**src/hw/snn_pkg.sv**
```systemverilog
`default_nettype none

package snn_pkg;

    typedef logic [31:0] word_t;      // currents, weights, counts, reg data
    typedef logic [2:0]  cfg_addr_t;  // host write address
    typedef logic [2:0]  stat_addr_t; // status read address

    // host register map
    localparam cfg_addr_t REG_DRIVE0 = 3'd0; // neuron 0 drive
    localparam cfg_addr_t REG_DRIVE2 = 3'd1; // neuron 2 drive
    localparam cfg_addr_t REG_LTP    = 3'd2; // potentiation step
    localparam cfg_addr_t REG_LTD    = 3'd3; // depression step
    localparam cfg_addr_t REG_CTRL   = 3'd4;

    // control word bit positions
    localparam int CTRL_BLOCK0    = 0; // zero input to neuron 0
    localparam int CTRL_BLOCK2    = 1; // zero input to neuron 2
    localparam int CTRL_CUT1      = 2; // s1 presyn spikes masked
    localparam int CTRL_CUT2      = 3; // s2 presyn spikes masked
    localparam int CTRL_SYNC      = 4; // n2 takes drive0
    localparam int CTRL_SIM_CLEAR = 5; // hold network in reset state

    // register reset values
    localparam word_t DRIVE_RESET = 32'd10240; // 10 x 1024
    localparam word_t LTP_RESET   = 32'd2;
    localparam word_t LTD_RESET   = 32'd1;
    localparam word_t CTRL_RESET  = 32'd0;

    // 30 mV threshold, x1024 fixed point
    localparam word_t TH_SCALED = 32'd30720;

    // status map, counts then weights
    localparam stat_addr_t STAT_COUNT_BASE  = 3'd0;
    localparam stat_addr_t STAT_WEIGHT_BASE = 3'd4;

    localparam int NUM_NEURONS = 4;

endpackage

`default_nettype wire

```
**src/hw/lif_neuron.sv**
```systemverilog
`default_nettype none

module lif_neuron #(
    parameter int LEAK_SHIFT = 3
) (
    input  wire                 ep50trig,
    input  wire                 reset_global,
    input  wire                 i_clear,
    input  wire snn_pkg::word_t i_current,
    output logic                o_spike
);
    import snn_pkg::*;

    word_t       v;       // membrane potential, x1024
    logic [32:0] v_cand;  // one extra bit so a big input cannot wrap
    logic        fire;

    // integrate, then leak a fraction of the old potential
    // v >> LEAK_SHIFT never exceeds v, so no underflow
    assign v_cand = {1'b0, v} + {1'b0, i_current} - {1'b0, v >> LEAK_SHIFT};

    assign fire = (v_cand >= {1'b0, TH_SCALED});

    always_ff @(posedge ep50trig or posedge reset_global)
    begin
        if (reset_global)
        begin
            v       <= '0;
            o_spike <= 1'b0;
        end
        else if (i_clear)
        begin
            v       <= '0;   // held at rest during sim clear
            o_spike <= 1'b0;
        end
        else if (fire)
        begin
            v       <= '0;   // reset to rest after firing
            o_spike <= 1'b1;
        end
        else
        begin
            // below threshold so upper bit is zero
            v       <= v_cand[31:0];
            o_spike <= 1'b0;
        end
    end

endmodule

`default_nettype wire

```
**src/hw/param_regs.sv**
```systemverilog
`default_nettype none

module param_regs (
    input  wire                     ep50trig,
    input  wire                     reset_global,
    input  wire                     i_cfg_req,
    input  wire snn_pkg::cfg_addr_t i_cfg_addr,
    input  wire snn_pkg::word_t     i_cfg_data,
    output logic                    o_cfg_ack,
    output snn_pkg::word_t          o_drive0,
    output snn_pkg::word_t          o_drive2,
    output snn_pkg::word_t          o_ltp,
    output snn_pkg::word_t          o_ltd,
    output snn_pkg::word_t          o_ctrl
);
    import snn_pkg::*;

    logic wr_en; // req seen, not yet acked

    // one write per request, ack low means this req is new
    assign wr_en = i_cfg_req & ~o_cfg_ack;

    // ack follows req one edge later in both directions
    always_ff @(posedge ep50trig or posedge reset_global)
    begin
        if (reset_global)
            o_cfg_ack <= 1'b0;
        else if (wr_en)
            o_cfg_ack <= 1'b1;      // write edge
        else if (!i_cfg_req)
            o_cfg_ack <= 1'b0;      // host released req
    end

    // config registers
    always_ff @(posedge ep50trig or posedge reset_global)
    begin
        if (reset_global)
        begin
            o_drive0 <= DRIVE_RESET;
            o_drive2 <= DRIVE_RESET;
            o_ltp    <= LTP_RESET;
            o_ltd    <= LTD_RESET;
            o_ctrl   <= CTRL_RESET;
        end
        else if (wr_en)
        begin
            case (i_cfg_addr)
                REG_DRIVE0:
                    o_drive0 <= i_cfg_data;
                REG_DRIVE2:
                    o_drive2 <= i_cfg_data;
                REG_LTP:
                    o_ltp <= i_cfg_data;
                REG_LTD:
                    o_ltd <= i_cfg_data;
                REG_CTRL:
                    o_ctrl <= i_cfg_data;   // takes effect next edge
                default:
                    ;                       // unmapped, ack only
            endcase
        end
    end

endmodule

`default_nettype wire

```
**src/hw/snn_top.sv**
```systemverilog
`default_nettype none

module snn_top #(
    parameter int             LEAK_SHIFT  = 3,
    parameter int             STDP_WINDOW = 16,
    parameter snn_pkg::word_t W_MAX       = 32'd65535,
    parameter snn_pkg::word_t BASE_W0     = 32'd20480, // n0 -> n1, strong
    parameter snn_pkg::word_t BASE_W1     = 32'd5120,  // n0 -> n3, crosstalk
    parameter snn_pkg::word_t BASE_W2     = 32'd5120,  // n2 -> n1, crosstalk
    parameter snn_pkg::word_t BASE_W3     = 32'd20480  // n2 -> n3, strong
) (
    input  wire                            ep50trig,
    input  wire                            reset_global,
    input  wire                            i_cfg_req,
    input  wire snn_pkg::cfg_addr_t        i_cfg_addr,
    input  wire snn_pkg::word_t            i_cfg_data,
    output wire                            o_cfg_ack,
    input  wire snn_pkg::stat_addr_t       i_stat_addr,
    output wire snn_pkg::word_t            o_stat_data,
    output wire [snn_pkg::NUM_NEURONS-1:0] o_spike
);
    import snn_pkg::*;

    word_t drive0, drive2, ltp, ltd, ctrl;   // from host regs
    word_t n2_src;                           // drive2 or drive0 under sync
    word_t in_n0, in_n1, in_n2, in_n3;       // neuron input currents
    word_t cur_s0, cur_s1, cur_s2, cur_s3;   // synaptic currents
    word_t w_s0, w_s1, w_s2, w_s3;           // synaptic weights
    logic  spike0, spike1, spike2, spike3;
    logic  pre_s1, pre_s2;                   // presyn after cut mask
    logic  sim_clear;

    param_regs regs_i (
        .ep50trig     (ep50trig),
        .reset_global (reset_global),
        .i_cfg_req    (i_cfg_req),
        .i_cfg_addr   (i_cfg_addr),
        .i_cfg_data   (i_cfg_data),
        .o_cfg_ack    (o_cfg_ack),
        .o_drive0     (drive0),
        .o_drive2     (drive2),
        .o_ltp        (ltp),
        .o_ltd        (ltd),
        .o_ctrl       (ctrl)
    );

    assign sim_clear = ctrl[CTRL_SIM_CLEAR];

    // input selection
    assign in_n0  = ctrl[CTRL_BLOCK0] ? '0 : drive0;
    assign n2_src = ctrl[CTRL_SYNC] ? drive0 : drive2;   // same drive on both
    assign in_n2  = ctrl[CTRL_BLOCK2] ? '0 : n2_src;
    assign pre_s1 = ctrl[CTRL_CUT1] ? 1'b0 : spike0;
    assign pre_s2 = ctrl[CTRL_CUT2] ? 1'b0 : spike2;

    // weights stay under W_MAX so the sums cannot wrap
    assign in_n1 = cur_s0 + cur_s2;
    assign in_n3 = cur_s1 + cur_s3;

    lif_neuron #(.LEAK_SHIFT(LEAK_SHIFT)) neuron0 (
        .ep50trig (ep50trig), .reset_global (reset_global), .i_clear (sim_clear),
        .i_current (in_n0), .o_spike (spike0)
    );
    lif_neuron #(.LEAK_SHIFT(LEAK_SHIFT)) neuron1 (
        .ep50trig (ep50trig), .reset_global (reset_global), .i_clear (sim_clear),
        .i_current (in_n1), .o_spike (spike1)
    );
    lif_neuron #(.LEAK_SHIFT(LEAK_SHIFT)) neuron2 (
        .ep50trig (ep50trig), .reset_global (reset_global), .i_clear (sim_clear),
        .i_current (in_n2), .o_spike (spike2)
    );
    lif_neuron #(.LEAK_SHIFT(LEAK_SHIFT)) neuron3 (
        .ep50trig (ep50trig), .reset_global (reset_global), .i_clear (sim_clear),
        .i_current (in_n3), .o_spike (spike3)
    );

    // s0: n0 -> n1
    stdp_synapse #(.BASE_WEIGHT(BASE_W0), .STDP_WINDOW(STDP_WINDOW), .W_MAX(W_MAX)) synapse0 (
        .ep50trig (ep50trig), .reset_global (reset_global), .i_clear (sim_clear),
        .i_pre_spike (spike0), .i_post_spike (spike1), .i_ltp (ltp), .i_ltd (ltd),
        .o_current (cur_s0), .o_weight (w_s0)
    );
    // s1: n0 -> n3, cuttable
    stdp_synapse #(.BASE_WEIGHT(BASE_W1), .STDP_WINDOW(STDP_WINDOW), .W_MAX(W_MAX)) synapse1 (
        .ep50trig (ep50trig), .reset_global (reset_global), .i_clear (sim_clear),
        .i_pre_spike (pre_s1), .i_post_spike (spike3), .i_ltp (ltp), .i_ltd (ltd),
        .o_current (cur_s1), .o_weight (w_s1)
    );
    // s2: n2 -> n1, cuttable
    stdp_synapse #(.BASE_WEIGHT(BASE_W2), .STDP_WINDOW(STDP_WINDOW), .W_MAX(W_MAX)) synapse2 (
        .ep50trig (ep50trig), .reset_global (reset_global), .i_clear (sim_clear),
        .i_pre_spike (pre_s2), .i_post_spike (spike1), .i_ltp (ltp), .i_ltd (ltd),
        .o_current (cur_s2), .o_weight (w_s2)
    );
    // s3: n2 -> n3
    stdp_synapse #(.BASE_WEIGHT(BASE_W3), .STDP_WINDOW(STDP_WINDOW), .W_MAX(W_MAX)) synapse3 (
        .ep50trig (ep50trig), .reset_global (reset_global), .i_clear (sim_clear),
        .i_pre_spike (spike2), .i_post_spike (spike3), .i_ltp (ltp), .i_ltd (ltd),
        .o_current (cur_s3), .o_weight (w_s3)
    );

    spike_monitor monitor_i (
        .ep50trig     (ep50trig),
        .reset_global (reset_global),
        .i_clear      (sim_clear),
        .i_spike      ({spike3, spike2, spike1, spike0}),
        .i_w0         (w_s0),
        .i_w1         (w_s1),
        .i_w2         (w_s2),
        .i_w3         (w_s3),
        .i_stat_addr  (i_stat_addr),
        .o_stat_data  (o_stat_data)
    );

    assign o_spike = {spike3, spike2, spike1, spike0};  // raw registered spikes

endmodule

`default_nettype wire

```
**src/hw/spike_monitor.sv**
```systemverilog
`default_nettype none

module spike_monitor (
    input  wire                              ep50trig,
    input  wire                              reset_global,
    input  wire                              i_clear,
    input  wire [snn_pkg::NUM_NEURONS-1:0]   i_spike,
    input  wire snn_pkg::word_t              i_w0,
    input  wire snn_pkg::word_t              i_w1,
    input  wire snn_pkg::word_t              i_w2,
    input  wire snn_pkg::word_t              i_w3,
    input  wire snn_pkg::stat_addr_t         i_stat_addr,
    output snn_pkg::word_t                   o_stat_data
);
    import snn_pkg::*;

    word_t      count [NUM_NEURONS];   // spikes per neuron
    word_t      weight [NUM_NEURONS];  // s0..s3
    stat_addr_t rel_addr;              // offset within count or weight block
    word_t      sel;

    assign weight[0] = i_w0;
    assign weight[1] = i_w1;
    assign weight[2] = i_w2;
    assign weight[3] = i_w3;

    always_ff @(posedge ep50trig or posedge reset_global)
    begin
        if (reset_global)
        begin
            for (int n = 0; n < NUM_NEURONS; n++)
                count[n] <= '0;
        end
        else if (i_clear)
        begin
            for (int n = 0; n < NUM_NEURONS; n++)
                count[n] <= '0;   // held at zero during sim clear
        end
        else
        begin
            for (int n = 0; n < NUM_NEURONS; n++)
                if (i_spike[n])
                    count[n] <= count[n] + 32'd1;
        end
    end

    // readback select, upper half of the map is weights
    always_comb
    begin
        if (i_stat_addr >= STAT_WEIGHT_BASE)
        begin
            rel_addr = i_stat_addr - STAT_WEIGHT_BASE;
            sel      = weight[rel_addr[1:0]];
        end
        else
        begin
            rel_addr = i_stat_addr - STAT_COUNT_BASE;
            sel      = count[rel_addr[1:0]];
        end
    end

    always_ff @(posedge ep50trig or posedge reset_global)
    begin
        if (reset_global)
            o_stat_data <= '0;
        else
            o_stat_data <= sel;  // valid one cycle after addr
    end

endmodule

`default_nettype wire

```
**src/hw/stdp_synapse.sv**
```systemverilog
`default_nettype none

module stdp_synapse #(
    parameter snn_pkg::word_t BASE_WEIGHT = 32'd5120,
    parameter int             STDP_WINDOW = 16,
    parameter snn_pkg::word_t W_MAX       = 32'd65535
) (
    input  wire                 ep50trig,
    input  wire                 reset_global,
    input  wire                 i_clear,
    input  wire                 i_pre_spike,
    input  wire                 i_post_spike,
    input  wire snn_pkg::word_t i_ltp,
    input  wire snn_pkg::word_t i_ltd,
    output snn_pkg::word_t      o_current,
    output snn_pkg::word_t      o_weight
);
    import snn_pkg::*;

    localparam int               AGE_W   = $clog2(STDP_WINDOW + 1);
    localparam logic [AGE_W-1:0] AGE_MAX = AGE_W'(STDP_WINDOW);

    logic [AGE_W-1:0] pre_age;     // cycles since last pre spike, saturates
    logic [AGE_W-1:0] post_age;    // same for post
    logic             pre_recent;
    logic             post_recent;
    logic [32:0]      ltp_sum;     // extra bit for the cap compare
    word_t            w_next;

    // age 1 in the cycle right after a spike
    function automatic logic [AGE_W-1:0] age_step(input logic spike,
                                                  input logic [AGE_W-1:0] age);
        if (spike)
            return AGE_W'(1);
        else if (age < AGE_MAX)
            return age + 1'b1;
        else
            return age;  // stays out of window
    endfunction

    assign pre_recent  = (pre_age < AGE_MAX);
    assign post_recent = (post_age < AGE_MAX);
    assign ltp_sum     = {1'b0, o_weight} + {1'b0, i_ltp};

    // pair-based STDP
    always_comb
    begin
        w_next = o_weight;
        if (i_post_spike && !i_pre_spike && pre_recent)
        begin
            // pre before post, potentiate
            if (ltp_sum > {1'b0, W_MAX})
                w_next = W_MAX;
            else
                w_next = ltp_sum[31:0];
        end
        else if (i_pre_spike && !i_post_spike && post_recent)
        begin
            // post before pre, depress with floor at zero
            if (o_weight > i_ltd)
                w_next = o_weight - i_ltd;
            else
                w_next = '0;
        end
    end

    always_ff @(posedge ep50trig or posedge reset_global)
    begin
        if (reset_global)
        begin
            pre_age   <= AGE_MAX;
            post_age  <= AGE_MAX;
            o_weight  <= BASE_WEIGHT;
            o_current <= '0;
        end
        else if (i_clear)
        begin
            pre_age   <= AGE_MAX;
            post_age  <= AGE_MAX;
            o_weight  <= BASE_WEIGHT;   // back to baseline strength
            o_current <= '0;
        end
        else
        begin
            pre_age   <= age_step(i_pre_spike, pre_age);
            post_age  <= age_step(i_post_spike, post_age);
            o_weight  <= w_next;
            o_current <= i_pre_spike ? w_next : '0;  // one-cycle current pulse
        end
    end

endmodule

`default_nettype wire

```
**config.mk**
```make
export PLATFORM = sky130hd
export DESIGN_NAME = snn_top
export DESIGN_NICKNAME = d
export VERILOG_FILES = /design/src/hw/snn_pkg.sv /design/src/hw/lif_neuron.sv /design/src/hw/param_regs.sv /design/src/hw/snn_top.sv /design/src/hw/spike_monitor.sv /design/src/hw/stdp_synapse.sv
export SDC_FILE = /design/constraint.sdc
export NUM_CORES = 2
export LEC_CHECK = 0
export BUFFER_PORTS_ARGS = -buffer_cell sky130_fd_sc_hd__buf_2
export CAP_MARGIN = 20
export CORE_MARGIN = 4
export CORE_UTILIZATION = 55
export DETAILED_ROUTE_END_ITERATION = 8
export GPL_TIMING_DRIVEN = 0
export HOLD_SLACK_MARGIN = 0.12
export PLACE_DENSITY = 0.71
export SLEW_MARGIN = 40
export SYNTH_ARGS = -nofsm -noshare
export SYNTH_HDL_FRONTEND = slang
export SYNTH_SLANG_ARGS = --single-unit
```
**constraint.sdc**
```tcl
create_clock -name ep50trig -period 40 [get_ports ep50trig]
set_clock_uncertainty 0.1 [all_clocks]
set_input_delay 4 -clock ep50trig [delete_from_list [all_inputs] [get_ports ep50trig]]
set_output_delay 4 -clock ep50trig [all_outputs]
set_load 0.05 [all_outputs]
```
# Word level (Yosys, flattened, before mapping)
# Cells that the tools add are included.
# W data, S select, Z words.
[totals]
ff_bits = 723
latch_bits = 0
ram_bits = 0
rom_bits = 0
inputBits = 41
output_inout_bits = 37
memories = 0
[classes]
add_sub_neg = 31
mul = 0
n_div = 0
magnitude_cmp = 23
eq_ne = 5
shift = 0
muxes = 87
bitwise = 4
reduce_logical = 40
[op_table]
columns = ["op", "count"]
rows = [
  ["$mux W32", 48],
  ["$add A32 B32 Y33", 8],
  ["$ge A33 B15 Y1 const B", 4],
  ["$gt A33 B16 Y1 const B", 4],
  ["$sub A33 B29 Y33", 4],
  ["$add A32 B1 Y32 const B", 4],
  ["$bmux W32 S2", 2],
  ["$gt A32 B32 Y1", 4],
  ["$mux W128", 1],
  ["$sub A32 B32 Y32", 4],
  ["$mux W5", 24],
  ["$add A32 B32 Y32", 2],
  ["$add A5 B1 Y5 const B", 8],
  ["$lt A5 B5 Y1 const B", 8],
  ["$reduce_bool A3 Y1", 8],
  ["$logic_and A1 B1 Y1", 16],
  ["$mux W1", 12],
  ["$reduce_and A2 Y1", 5],
  ["$ge A3 B3 Y1 const B", 3],
  ["$reduce_bool A2 Y1", 4],
  ["$eq A3 B2 Y1 const B", 2],
  ["$logic_not A1 Y1", 6],
  ["$not A2 Y3", 2],
  ["$eq A3 B1 Y1 const B", 1],
  ["other kinds (6)", 6],
]

# Logic depth before layout (Yosys ltp)
[depth]
depth_word = 7
depth_mapped = 29
mapped_depth_nobuf = 27

# By module
# A second synthesis with hierarchy kept.
[unflattened]
cells_unflattened = 7139
hier_area_um2 = 62872.8
[by_module_without_submodules]
columns = ["mod", "instances", "cells_per_inst", "area_per_inst_um2"]
rows = [
  ["stdp_synapse (synapse1 ...)", 2, 832, 6852.8],
  ["spike_monitor", 1, 869, 9470.3],
  ["stdp_synapse (synapse3)", 1, 831, 6806.5],
  ["stdp_synapse (synapse0)", 1, 813, 6610.1],
  ["param_regs", 1, 346, 5983.2],
  ["lif_neuron (neuron0)", 1, 522, 4167.7],
  ["lif_neuron (neuron1)", 1, 532, 4156.5],
  ["lif_neuron (neuron2)", 1, 514, 4117.7],
  ["lif_neuron (neuron3)", 1, 501, 4047.6],
  ["snn_top", 1, 547, 3807.4],
]

# Worst setup path after synthesis
# Ideal clock, no wire load.
[synth_timing]
path_kind = "reg2reg"
startpoint = "reg synapse1.o_current[1]"
endpoint = "reg neuron3.v[10]"
arrival_ns = 6.056
required_time_ns = 39.834
setup_slack_ns = 33.778
stages_incl_launch_ff = 27
n_path_buf = 1
path_cell_list = "dfrtp_1 ha_1 a21o_1 a21o_1 a21oi_1 o21a_1 o21ai_0 a311o_1 o21ai_0 o211ai_1 a21oi_1 o21bai_1 xor2_1 fa_1 ha_1 a21o_1 a21o_1 a21oi_1 o221ai_1 or4_1 a311o_1 nor4b_1 nand4_1 nand4b_1 nor4_1 clkbuf_1 o311a_1"
[synth_between]
elab_chain_len = 6
[synth_lines]
columns = ["element", "line", "text"]
rows = [
  ["start: declaration", "stdp_synapse.sv:15", "output snn_pkg::word_t o_current,"],
  ["start signal: assignment", "stdp_synapse.sv:88", "o_current <= i_pre_spike ? w_next : '0;"],
  ["$add A32 B32 Y32 *", "snn_top.sv:58", "assign in_n3 = cur_s1 + cur_s3;"],
  ["$add A32 B32 Y33 *", "lif_neuron.sv:20", "assign v_cand = {1'b0, v} + {1'b0, i_current} - {1'b0, v >> LEAK_SHIFT};"],
  ["$sub A33 B29 Y33 *", "lif_neuron.sv:20", ""],
  ["$ge A33 B15 Y1", "lif_neuron.sv:22", "assign fire = (v_cand >= {1'b0, TH_SCALED});"],
  ["$mux W32 *", "lif_neuron.sv:36", "else if (fire)"],
  ["$mux W32 *", "lif_neuron.sv:31", "else if (i_clear)"],
  ["end signal: assignment", "lif_neuron.sv:44", "v <= v_cand[31:0];"],
  ["end: declaration", "lif_neuron.sv:14", "word_t v;"],
]
# Mark *: on every way between the ends. The rest lies on a longest branch, timed or not.
# A chain may end at the register's enable or synchronous reset.

# Worst setup path in the final report
# Ends and elaborated chain as after synthesis.

==> results.yml <==
critical_path:
  r2r_cells: 27
  end_kind: "flop"
  reg2reg_setup_slack_ps: 32350
  start_kind: "flop"
  rr_startpoint: "synapse1.o_current[1]"
  r2r_end: "neuron3.v[10]"
  critPathKind: "flop to flop"
  crit_arrival_ps: 8150
  critPathMaxFanout: 10
  critical_path.startpoint: "synapse1.o_current[1]"
  cp.required_ps: 40510
timing:
  setup_viol: 0
  hold_slack_ps: 404
  rsz0062_at_grt: "no"
  period_share_pct: 19.1
  tns_ps: 0
  tightest_slew_ps: 983
  finalHoldViolCount: 0
  slew_violations: 0
  post-route-min-period_ps: 7650
  fin_ws_ps: 32350
  slew-limit-headroom_pct: 34.1
  fmax_ghz: 0.131
power:
  vdd_drop_max_v: 0.0000421
  leakage_nw: 30.2
  powerDensity_nw_per_um2: 67.0
logic_synthesis:
  synth_area_per_cell_um2: 9.25
  synth_area_um2: 56900
  yosysMostFrequentCell: "dfrtp_1"
  syn_inst: 6151
  synthFlopType: "dfrtp_1"
  synth-seq-cells: 723
  seq_area_frac_synth_pct: 31.9
  synth-edff-count: 0
  netlist_top_cells_count: "dfrtp_1, nor2_1, ha_1"
  yosysTopAreaCell: "dfrtp_1"
  yosys_warnings: 0
  synthTopCellsByArea: "dfrtp_1, ha_1, fa_1, a21oi_1, xnor2_1"
  yosysUniqueCellTypes: 92
  synthArstFlopShare_pct: 100
  synth.top_cell.area_share_pct: 30.8
clocking:
  clk_path_buf_depth: 3
  clock_sink_count: 723
  postCtsHoldBufs: 0
  h-tree-depth: 3
  cts_buffers: 83
  cts_tree: "done"
  cts_setup_buffers: 0
  cts.clk_slew.worst_paths_ps: 60
  cts_root_buffer: "clkbuf_16"
  cts-resized-gates: 0
  clock_latency_ps: 680
die:
  die_area_um2: 109000
  chipWidth_um: 330
  die_height_um: 330
  initial_utilization_pct: 55.7
  row_count: 117
  pin_count: 78
  core-area_um2: 102000
grt:
  antenna_found_initial: 22
  grt_pass1_vias: 46600
  gr-total-overflow: 0
  grt.total_usage_pct: 33.4
  grt_max_degree: 84
  grt_pass1_wl_um: 277000
layout:
  syn_to_final_growth_pct: 10.3
  drive_gt1_share_pct: 9.33
  nets: 7034
  regMostFlops: "monitor_i.count"
  largest_reg_flops: 128
hold_path:
  hold_end: "regs_i.o_ltd[25]"
  min_delay_path_depth: 1
  hp-start: "regs_i.o_ltd[25]"
  hold_path.class: "flop to flop"
route:
  dr_total_vias: 49300
  viasPerCell: 6.29
  wl_per_cell_um: 23.3
  first_pass_iters: 9
  wirelength_um: 183000
  drc: 0
  drtIter0Drc: 5255
  postRouteAntennaNets: 0
placed_design:
  numPortBuffers: 74
  post-place-ws_ps: 32530
  gpl.final_weighted_congestion: 1.06
  hpwl_um: 146000
outcome:
  outcome: "complete, no violations"
flow_run:
  maxCapViolations: 0
==> per-stage QoR <==
stage	area (µm²)	power [mW]	std cells	utilization, %
after floorplan	57100	2.67	6218	-
after global placement	59200	3.24	7660	58.0
after detailed placement	59600	3.29	7676	58.4
after CTS	62700	4.16	7831	61.3
after global routing	62700	4.49	7831	61.4
final	62700	4.20	7840	61.4
==> cell type report <==
type                            count  area (µm²)
Antenna cell                        9        22.5
Buffer                            235         936
Clock buffer                      111        2310
Clock inverter                     44         738
Fill cell                        8962       39500
Inverter                          438        1650
Multi-Input combinational cell   4822       36500
Sequential cell                   723       18100
Tap cell                         1368        1710
Timing Repair Buffer               90         703
==> metal layers <==
metal  GRT usage (%)  share of wire [%]  up-vias
met2            50.8                 43     2086
met5               0              0.057        -
met4            13.5                4.8       16
li1                -                  -    22700
met3            8.24                9.6      457
met1            45.9                 42    24100
==> logic make-up after synthesis <==
| family | synth area share, % |
|---|---|
| buffers and inverters | 4.48 |
| AO/OA/AOI/OAI | 19.0 |
| XOR/XNOR | 7.02 |
| multiplexers | 7.18 |
| AND/OR/NAND/NOR | 15.6 |
| adder cells (fa/ha/maj) | 14.9 |
| other | 0.00659 |
| flip-flops | 31.9 |
==> cells in the final DEF, fill, tap and decap left out, types with 104 or more instances in the layout <==
master / netlist / layout
nand3_1: 142 / 142
nand4_1: 104 / 104
dfrtp_1: 701 / 701
o21ai_0: 286 / 285
nor2_1: 515 / 515
a21o_1: 269 / 269
inv_1: 438 / 437
ha_1: 474 / 474
xor2_1: 223 / 223
xnor2_1: 233 / 233
nor3_1: 115 / 114
nand2_1: 336 / 336
a21oi_1: 417 / 416
fa_1: 126 / 126
mux2_2: 169 / 169
clkbuf_1: 207 / 208
==> worst max-delay path by stage <==
| stage | depth (start not counted) | to | slack, ps |
|---|---|---|---|
| final | 27 | neuron3.v[10] | 32350 |
| after floorplan | 1 | monitor_i.count[0] | 15650 |
| after detailed placement | 27 | neuron3.v[10] | 32530 |
| after global routing | 27 | neuron3.v[10] | 31940 |
| after CTS | 27 | neuron3.v[10] | 32490 |
| after global placement | 2 | monitor_i.count[36] | 7430 |
==> power breakdown <==
| group | switching, mW | internal, mW |
|---|---|---|
| combinational | 1.45 | 0.917 |
| sequential | 0.140 | 0.843 |
| clock | 0.337 | 0.516 |
==> worst max-delay path, cell delays in order (launching register included) <==
cell and delay, ps:
dfrtp_1 380, ha_1 300, a21o_1 180, a21o_1 190, a21oi_1 200, o21a_1 190
o21ai_0 180, a311o_1 500, o21ai_0 560, o211ai_1 230, a21oi_1 210, o21bai_1 90
xor2_1 160, fa_1 370, ha_1 240, a21o_1 200, a21o_1 190, a21oi_1 270
o221ai_1 170, or4_1 590, a311o_1 310, nor4b_1 260, nand4_1 160, nand4b_1 250
nor4_2 270, buf_4 220, clkbuf_1 360, o311a_1 240
No activity file was read; power rests on OpenSTA's default activity.
